[src/source/nes_dma_pkg.sv]
// --------------------
// Shared bus types, FSM encodings and fixed register addresses
// Address map follows the console CPU side, no mirroring is decoded
// --------------------
package nes_dma_pkg;

	typedef logic [15:0] cpu_addr_t;   // CPU address
	typedef logic [7:0]  data_t;       // One data byte
	typedef logic [7:0]  page_t;       // High address byte of a sprite page

	// Outgoing CPU bus, no handshake besides the pause
	typedef struct packed {
		cpu_addr_t addr;
		data_t     wdata;
		logic      rnw;        // 1 = read, 0 = write
	} cpu_bus_t;

	// Bus leaving the block toward memory and registers
	typedef struct packed {
		cpu_addr_t addr;
		data_t     wdata;
		logic      rd;
		logic      wr;
	} mem_bus_t;

	typedef enum logic [1:0] {
		sprite_idle,
		sprite_align,          // Waiting for an odd read cycle
		sprite_transfer        // Read on even, write on odd
	} sprite_state_t;

	typedef enum logic {
		dmc_idle,
		dmc_pending            // Armed, fetch on the next even cycle
	} dmc_state_t;

	localparam cpu_addr_t SPRITE_DMA_REG = 16'h4014;   // Page write starts the copy
	localparam cpu_addr_t OAM_DATA_REG   = 16'h2004;   // Sprite data target
	localparam int CPU_DIVIDE_NTSC = 12;               // PAL would be 16

endpackage

[src/source/cpu_clock_enable.sv]
// --------------------
// CPU clock enable from the master clock, one pulse per CPU_DIVIDE clocks
// odd_cycle is the phase of the CPU cycle that ends at the pulse
// First CPU cycle after reset is even
// --------------------
`timescale 1ns/100ps

module cpu_clock_enable #(
	parameter int CPU_DIVIDE = nes_dma_pkg::CPU_DIVIDE_NTSC
) (
	input  logic clk,
	input  logic reset,
	output logic cpu_ce,
	output logic odd_cycle
);

	localparam int CNT_W = (CPU_DIVIDE > 1) ? $clog2(CPU_DIVIDE) : 1;
	localparam logic [CNT_W-1:0] LAST_COUNT = CNT_W'(CPU_DIVIDE - 1);

	logic [CNT_W-1:0] div_count;   // Master clocks into the current CPU cycle

	assign cpu_ce = (div_count == LAST_COUNT);   // Last master clock of the CPU cycle

	always_ff @(posedge clk) begin
		if (reset) begin
			div_count <= '0;
			odd_cycle <= 1'b0;
		end else begin
			if (cpu_ce) begin
				div_count <= '0;          // Wrap
				odd_cycle <= ~odd_cycle;  // Phase flips with every CPU cycle
			end else begin
				div_count <= div_count + 1'b1;
			end
		end
	end

endmodule

[src/source/dma_bus_mux.sv]
// --------------------
// Memory bus owner select, sprite trigger decode and CPU pause
// Sample fetch wins over the sprite copy, the CPU bus is the fallback
// Combinational, inputs are taken at the cpu_ce of the cycle
// --------------------
`timescale 1ns/100ps

module dma_bus_mux (
	input  nes_dma_pkg::cpu_bus_t  cpu_bus,
	input  logic                   odd_cycle,
	input  logic                   dmc_ack,
	input  nes_dma_pkg::cpu_addr_t dmc_addr,
	input  logic                   dmc_req,
	input  logic                   sprite_busy,
	input  logic                   sprite_owns_bus,
	input  nes_dma_pkg::cpu_addr_t sprite_addr,
	input  nes_dma_pkg::data_t     sprite_data,
	input  logic                   cpu_ce,
	output nes_dma_pkg::mem_bus_t  mem_bus,
	output logic                   sprite_start,
	output nes_dma_pkg::page_t     sprite_page,
	output logic                   pause_cpu
);

	always_comb begin
		if (dmc_ack) begin
			// Sample fetch is always a read
			mem_bus.addr  = dmc_addr;
			mem_bus.wdata = sprite_data;
			mem_bus.rd    = 1'b1;
			mem_bus.wr    = 1'b0;
		end else if (sprite_owns_bus) begin
			mem_bus.addr  = sprite_addr;
			mem_bus.wdata = sprite_data;
			mem_bus.rd    = !odd_cycle;   // Even cycle reads the page
			mem_bus.wr    = odd_cycle;    // Odd cycle writes the sprite register
		end else begin
			mem_bus.addr  = cpu_bus.addr;
			mem_bus.wdata = cpu_bus.wdata;
			mem_bus.rd    = cpu_bus.rnw;
			mem_bus.wr    = !cpu_bus.rnw;
		end
	end

	// Page write ends its cycle at cpu_ce
	// A held write during a running copy does not restart it
	assign sprite_start = cpu_ce && mem_bus.wr && !sprite_busy
		&& (mem_bus.addr == nes_dma_pkg::SPRITE_DMA_REG);
	assign sprite_page  = mem_bus.wdata;   // Written byte is the page number

	// CPU waits while a copy runs or a sample fetch is requested
	assign pause_cpu = sprite_busy || dmc_req;

endmodule

[src/source/dmc_dma.sv]
// --------------------
// Sample fetch slot for the audio channel
// Requester holds dmc_req and its address until dmc_ack at a cpu_ce
// Arms only on an even read cycle, fetch lands two CPU cycles later
// --------------------
`timescale 1ns/100ps

module dmc_dma (
	input  logic clk,
	input  logic reset,
	input  logic cpu_ce,
	input  logic odd_cycle,
	input  logic cpu_reading,   // CPU bus is in a read cycle
	input  logic dmc_req,
	output logic dmc_ack
);

	nes_dma_pkg::dmc_state_t dmc_state;

	// Fetch runs on the even cycle after arming, so it stays on the read phase
	assign dmc_ack = (dmc_state == nes_dma_pkg::dmc_pending) && !odd_cycle;

	always_ff @(posedge clk) begin
		if (reset) begin
			dmc_state <= nes_dma_pkg::dmc_idle;
		end else if (cpu_ce) begin
			case (dmc_state)
				nes_dma_pkg::dmc_idle: begin
					// Only a CPU read cycle can be stolen
					if (dmc_req && cpu_reading && !odd_cycle)
						dmc_state <= nes_dma_pkg::dmc_pending;
				end
				nes_dma_pkg::dmc_pending: begin
					if (!odd_cycle)
						dmc_state <= nes_dma_pkg::dmc_idle;  // Fetch done at this cpu_ce
				end
				default: dmc_state <= nes_dma_pkg::dmc_idle;
			endcase
		end
	end

endmodule

[src/source/nes_dma_top.sv]
// --------------------
// DMA block of the console CPU side
// CPU_DIVIDE is 12 for NTSC, 16 for PAL
// Memory must answer rdata within the same clk as mem_bus
// --------------------
`timescale 1ns/100ps

module nes_dma_top #(
	parameter int CPU_DIVIDE = nes_dma_pkg::CPU_DIVIDE_NTSC
) (
	input  logic                   clk,
	input  logic                   reset,
	input  nes_dma_pkg::cpu_bus_t  cpu_bus,
	input  nes_dma_pkg::data_t     rdata,
	input  logic                   dmc_req,
	input  nes_dma_pkg::cpu_addr_t dmc_addr,
	output nes_dma_pkg::mem_bus_t  mem_bus,
	output logic                   dmc_ack,
	output logic                   pause_cpu,
	output logic                   cpu_ce,
	output logic                   odd_cycle
);

	logic                   sprite_start;
	nes_dma_pkg::page_t     sprite_page;
	logic                   sprite_busy;
	logic                   sprite_owns_bus;
	nes_dma_pkg::cpu_addr_t sprite_addr;
	nes_dma_pkg::data_t     sprite_data;

	cpu_clock_enable #(
		.CPU_DIVIDE (CPU_DIVIDE)
	) u_clock (
		.clk       (clk),
		.reset     (reset),
		.cpu_ce    (cpu_ce),
		.odd_cycle (odd_cycle)
	);

	dmc_dma u_dmc (
		.clk         (clk),
		.reset       (reset),
		.cpu_ce      (cpu_ce),
		.odd_cycle   (odd_cycle),
		.cpu_reading (cpu_bus.rnw),
		.dmc_req     (dmc_req),
		.dmc_ack     (dmc_ack)
	);

	sprite_dma u_sprite (
		.clk             (clk),
		.reset           (reset),
		.cpu_ce          (cpu_ce),
		.odd_cycle       (odd_cycle),
		.cpu_reading     (cpu_bus.rnw),
		.sprite_start    (sprite_start),
		.sprite_page     (sprite_page),
		.rdata           (rdata),
		.dmc_ack         (dmc_ack),
		.sprite_busy     (sprite_busy),
		.sprite_owns_bus (sprite_owns_bus),
		.sprite_addr     (sprite_addr),
		.sprite_data     (sprite_data)
	);

	dma_bus_mux u_mux (
		.cpu_bus         (cpu_bus),
		.odd_cycle       (odd_cycle),
		.dmc_ack         (dmc_ack),
		.dmc_addr        (dmc_addr),
		.dmc_req         (dmc_req),
		.sprite_busy     (sprite_busy),
		.sprite_owns_bus (sprite_owns_bus),
		.sprite_addr     (sprite_addr),
		.sprite_data     (sprite_data),
		.cpu_ce          (cpu_ce),
		.mem_bus         (mem_bus),
		.sprite_start    (sprite_start),
		.sprite_page     (sprite_page),
		.pause_cpu       (pause_cpu)
	);

endmodule

[src/source/sprite_dma.sv]
// --------------------
// 256-byte sprite copy, page xx00..xxFF to the sprite data register
// Reads on even CPU cycles, writes on odd ones
// A sample fetch steals an even slot and costs one extra idle odd cycle
// --------------------
`timescale 1ns/100ps

module sprite_dma (
	input  logic                   clk,
	input  logic                   reset,
	input  logic                   cpu_ce,
	input  logic                   odd_cycle,
	input  logic                   cpu_reading,
	input  logic                   sprite_start,   // Pulse at the page write
	input  nes_dma_pkg::page_t     sprite_page,
	input  nes_dma_pkg::data_t     rdata,
	input  logic                   dmc_ack,        // Sample fetch takes this slot
	output logic                   sprite_busy,
	output logic                   sprite_owns_bus,
	output nes_dma_pkg::cpu_addr_t sprite_addr,
	output nes_dma_pkg::data_t     sprite_data
);

	nes_dma_pkg::sprite_state_t sprite_state;
	nes_dma_pkg::page_t         page_reg;     // Source page high byte
	logic [7:0]                 index;        // Byte within the page
	logic [8:0]                 index_next;   // Bit 8 marks the end of the page
	nes_dma_pkg::data_t         data_latch;   // Byte between read and write

	assign index_next = {1'b0, index} + 9'd1;

	assign sprite_busy     = (sprite_state != nes_dma_pkg::sprite_idle);
	assign sprite_owns_bus = (sprite_state == nes_dma_pkg::sprite_transfer) && !dmc_ack;
	assign sprite_addr     = odd_cycle ? nes_dma_pkg::OAM_DATA_REG : {page_reg, index};
	assign sprite_data     = data_latch;

	always_ff @(posedge clk) begin
		if (reset) begin
			sprite_state <= nes_dma_pkg::sprite_idle;
			index        <= '0;
		end else if (cpu_ce) begin
			if (sprite_start) begin
				sprite_state <= nes_dma_pkg::sprite_align;
				index        <= '0;
			end else begin
				case (sprite_state)
					nes_dma_pkg::sprite_align: begin
						// Start so that the first transfer cycle is even
						if (odd_cycle && cpu_reading)
							sprite_state <= nes_dma_pkg::sprite_transfer;
					end
					nes_dma_pkg::sprite_transfer: begin
						if (!odd_cycle && dmc_ack) begin
							sprite_state <= nes_dma_pkg::sprite_align;  // Same index read again later
						end else if (odd_cycle) begin
							index <= index_next[7:0];
							if (index_next[8])
								sprite_state <= nes_dma_pkg::sprite_idle;  // Byte 255 written
						end
					end
					default: ;
				endcase
			end
		end
	end

	// Latch the byte read in an even transfer cycle
	always_ff @(posedge clk) begin
		if (cpu_ce && sprite_owns_bus && !odd_cycle)
			data_latch <= rdata;
	end

	always_ff @(posedge clk) begin
		if (cpu_ce && sprite_start)
			page_reg <= sprite_page;
	end

endmodule

[config.mk]
export PLATFORM = sky130hd
export DESIGN_NAME = nes_dma_top
export DESIGN_NICKNAME = d
export VERILOG_FILES = /design/src/source/nes_dma_pkg.sv /design/src/source/cpu_clock_enable.sv /design/src/source/dma_bus_mux.sv /design/src/source/dmc_dma.sv /design/src/source/nes_dma_top.sv /design/src/source/sprite_dma.sv
export SDC_FILE = /design/constraint.sdc
export NUM_CORES = 1
export LEC_CHECK = 0
export ABC_CLOCK_PERIOD_IN_PS = 3000
export BUFFER_PORTS_ARGS = -buffer_cell sky130_fd_sc_hd__buf_2
export CAP_MARGIN = 30
export CORE_ASPECT_RATIO = 1.5
export CORE_MARGIN = 2
export CORE_UTILIZATION = 40
export DETAILED_ROUTE_END_ITERATION = 10
export PLACE_DENSITY = 0.68
export SYNTH_ARGS = -nofsm -noshare
export SYNTH_HDL_FRONTEND = slang
export SYNTH_SLANG_ARGS = --single-unit
export TNS_END_PERCENT = 100
[constraint.sdc]
create_clock -name clk -period 3 [get_ports clk]
set_input_delay 0.3 -clock clk [delete_from_list [all_inputs] [get_ports clk]]
set_output_delay 0.3 -clock clk [all_outputs]
set_load 0.1 [all_outputs]
==> Implementation_results.wiki <==
{| class="wikitable"
! Metric !! Value
|-
| Status || finished clean
|-
| Synthesized-area fraction occupied by adder cells || 3.060%
|-
| DPL Wire Length || 4.250 mm
|-
| DIE HEIGHT || 91.56 um
|-
| Final count of negative-setup-slack endpoints || 0
|-
| Clock sink count || 32
|-
| Element type at the critical path end || output port
|-
| First-pass GRT wire length || 9.108 mm
|-
| WS Path Type || reg2out
|-
| Seq. cell area || 803.3 um2
|-
| Gr ovfl total || 0
|-
| Number of register bits inferred by synthesis || 32
|-
| Pin count of the biggest net entering global routing || 35
|-
| Core outline area || 4887 um2
|-
| Number of CTS-inserted buffers || 5
|-
| Clock Latency Late Sink || 280 ps
|-
| Top cells by instance count after synthesis || a21oi_1 (17), inv_1 (17), dfxtp_1 (16), edfxtp_1 (16), nor2b_1 (16)
|-
| # diodes || 0
|-
| Largest driver fanout on the critical path || 15
|-
| Cell count after placement || 362
|-
| Count of mapped cells out of synthesis || 223
|-
| Met3 usage in global routing || 4.213%
|-
| Top_reg_cell synth || edfxtp_1
|-
| Final count of pins violating max slew || 0
|-
| Most congested layer reported by global routing || met2
|-
| Async set or reset register ratio after synthesis || 0%
|-
| Post-synth top area share || 23.50%
|-
| Vias in the first global route || 1937
|-
| Proportion of synthesized area in mux cells || 5.875%
|-
| Die width || 62.38 um
|-
| Reported max-cap violation count || 0
|-
| Clk root buf || clkbuf_8
|-
| P per Cell Area || 402.0 nW/um2
|-
| Post-synthesis sequential area ratio || 39.17%
|-
| Minimum period implied by the final worst setup slack || 2495 ps
|-
| Post-route standard cell area excluding fillers || 2605 um2
|-
| Highest attainable clock frequency || 400.9 MHz
|-
| Compound-cell area share of the yosys netlist || 18.73%
|-
| CTS H-tree lvls || 2
|-
| Layout Nets || 360
|-
| Synth unique cells || 46
|-
| Count of pins on the block boundary || 82
|-
| Cell area after placement || 2522 um2
|-
| Crit path arrival time || 2190 ps
|-
| Post-detailed-route count of antenna-violating nets || 0
|-
| Warning count from the yosys run || 0
|-
| Total number of placement rows || 31
|-
| Required @ worst endpoint || 2700 ps
|-
| Setup bufs post-CTS || 0
|-
| Synth-to-layout area growth || 27.42%
|-
| Max-Slew Margin vs Limit || 66.81%
|-
| Cts-stage hold buffer count || 0
|-
| Main area contributors after synthesis || edfxtp_1 (24%), dfxtp_1 (16%), nor2b_1 (4.9%)
|-
| Clock slew seen by the registers of the worst setup and hold paths || 70 ps
|-
| Fill count || 501
|-
| Detailed Route WL || 5.545 mm
|-
| EDFF count, synth || 16
|-
| Die area || 5711 um2
|-
| Slew at the pin closest to its max-slew limit || 497.4 ps
|-
| Wirelength per Cell || 14.99 um
|-
| Worst reg2reg path depth || 8
|-
| Layout cell share with drive strength beyond 1 || 36.51%
|-
| Initial antenna violation count || 0
|-
| Netlist area before placement || 2044 um2
|-
| Combinational family with the most area after synthesis || simple AND/OR/NAND/NOR gates
|-
| Setup total negative slack || 0 ps
|-
| Worst Hold Class || in2reg
|-
| Maximum clock skew at final layout || 2.800 ps
|-
| Startpoint type of the worst setup path || register
|-
| Nets in the synthesized netlist || 280
|-
| Initial core utilization || 41.83%
|-
| TritonCTS clock tree || yes
|-
| Clock Tree Buf Depth || 2
|-
| Count of buffers inserted at the top-level ports || 81
|-
| Mean post-synth cell area || 9.168 um2
|-
| Parity-gate share of the synthesized area counting xor and xnor cells || 2.999%
|-
| Vias per std cell || 5.365
|-
| Hold Violations, Final || 0
|-
| Setup repair after global routing missed its margin || false
|-
| Count of unresolved DRC violations after routing || 0
|-
| Count of TritonRoute iterations in the first routing pass || 4
|-
| Met2 GRT Util || 33.06%
|-
| Global placer's final weighted congestion || 0.8173
|-
| GR met1 Demand/Resource || 24.40%
|-
| Simple-gate portion of the synthesized area || 23.13%
|-
| Total GRT Usage || 20.06%
|-
| Worst ir drop on vdd || 258.9 uV
|-
| Cell depth of the worst min-delay path || 1
|-
| Number of cells upsized or downsized after cts || 0
|-
| Area used by multi-input combinational logic || 1127 um2
|-
| Number of non-filler instances in the completed layout || 370
|-
| DR vias || 1985
|-
| Static leakage || 1.159 nW
|-
| Most area-hungry cell type in the Yosys netlist || edfxtp_1
|-
| Tcrit/Tclk final || 83.15%
|-
| Number of DRC markers after the initial detailed-route iteration || 100
|}
-- cell families after synthesis --
family / after synthesis
AOI/OAI and AO/OA: 57
xor gates and xnor gates: 7
adders and majority gates: 5
buffers and inverters: 31
muxes: 11
DFF: 32
and+or+nand+nor: 80
-- placed cells by master, fill, tap and decap left out, types with 2 or more instances in the layout --
| master | Yosys | layout |
|---|---|---|
| clkbuf_8 | 0 | 5 |
| mux2i_1 | 3 | 3 |
| edfxtp_1 | 16 | 16 |
| dfxtp_1 | 16 | 14 |
| ha_1 | 5 | 4 |
| nand4_1 | 10 | 10 |
| nand2b_1 | 3 | 3 |
| nand3_1 | 3 | 3 |
| buf_4 | 3 | 4 |
| a21o_1 | 8 | 8 |
| a21oi_1 | 17 | 16 |
| o22ai_1 | 9 | 9 |
| a22oi_1 | 3 | 3 |
| mux2_2 | 8 | 8 |
| and3b_1 | 2 | 2 |
| clkinv_2 | 0 | 2 |
| buf_2 | 5 | 81 |
| o31ai_1 | 2 | 2 |
| nand2_1 | 12 | 12 |
| o21a_1 | 2 | 2 |
| xnor2_1 | 3 | 3 |
| dfxtp_2 | 0 | 2 |
| and3_1 | 3 | 3 |
| nor2_1 | 10 | 10 |
| nor3_1 | 8 | 8 |
| o21ai_0 | 4 | 3 |
| nor2b_1 | 16 | 16 |
| nand4b_1 | 2 | 2 |
| inv_1 | 17 | 16 |
| a22o_1 | 4 | 4 |
| nor3b_1 | 5 | 5 |
| xor2_1 | 4 | 4 |
| o211ai_1 | 2 | 2 |
| clkinv_1 | 1 | 2 |
-- power by group --
| group | internal (mW) | switching [mW] | leakage (nW) |
|---|---|---|---|
| logic | 0.0648 | 0.195 | 0.840 |
| clock network | 0.157 | 0.166 | 0.0453 |
| registers | 0.461 | 0.00258 | 0.274 |
| total | 0.684 | 0.364 | 1.16 |
-- worst max-delay path: stages (launching register included) --
cell     delay (ps)
dfxtp_1         590
inv_1           360
a22oi_1         340
nand2_1         110
inv_1            80
buf_2           420
-- metrics by stage --
step / utilization [%] / total power [mW] / setup WS (ps) / hold WS (ps)
final: 53.30 / 1.047 / 505.4 / 185.5
after global routing: 53.30 / 1.084 / 273.4 / 171.8
after CTS: 53.30 / 1.054 / 523.4 / 177.2
after detailed placement: 51.61 / 0.7336 / 591.5 / 451.7
after global placement: 51.61 / 0.7325 / 620.4 / 447.8
after floorplan: - / 0.6715 / -690.2 / 398.9
-- metal layers --
metal	wire length (um)	vias up
met3	320	16
met2	2769	81
li1	-	973
met1	2282	915
met4	173	0
met5	0	-
-- final timing paths --
kind | from | endpoint | slack [ps]
worst max-delay path | u_dmc.dmc_state | mem_bus[23] | 510
worst min-delay path | rdata[3] | u_sprite.sprite_data[3] | 190
worst max register to register | u_sprite.sprite_state[0] | u_sprite.page_reg[3] | 570
worst min register to register | u_clock.div_count[0] | u_clock.div_count[0] | 470
-- layout make-up --
type	count	area share, %
clock buffer	5	2.642
clock inverter	3	0.5283
inverter	19	2.834
multi-input combinational	160	43.28
sequential	32	30.84
tap	66	3.170
timing repair buffer	85	16.71
Note: power is estimated with default switching activity, not from simulation.
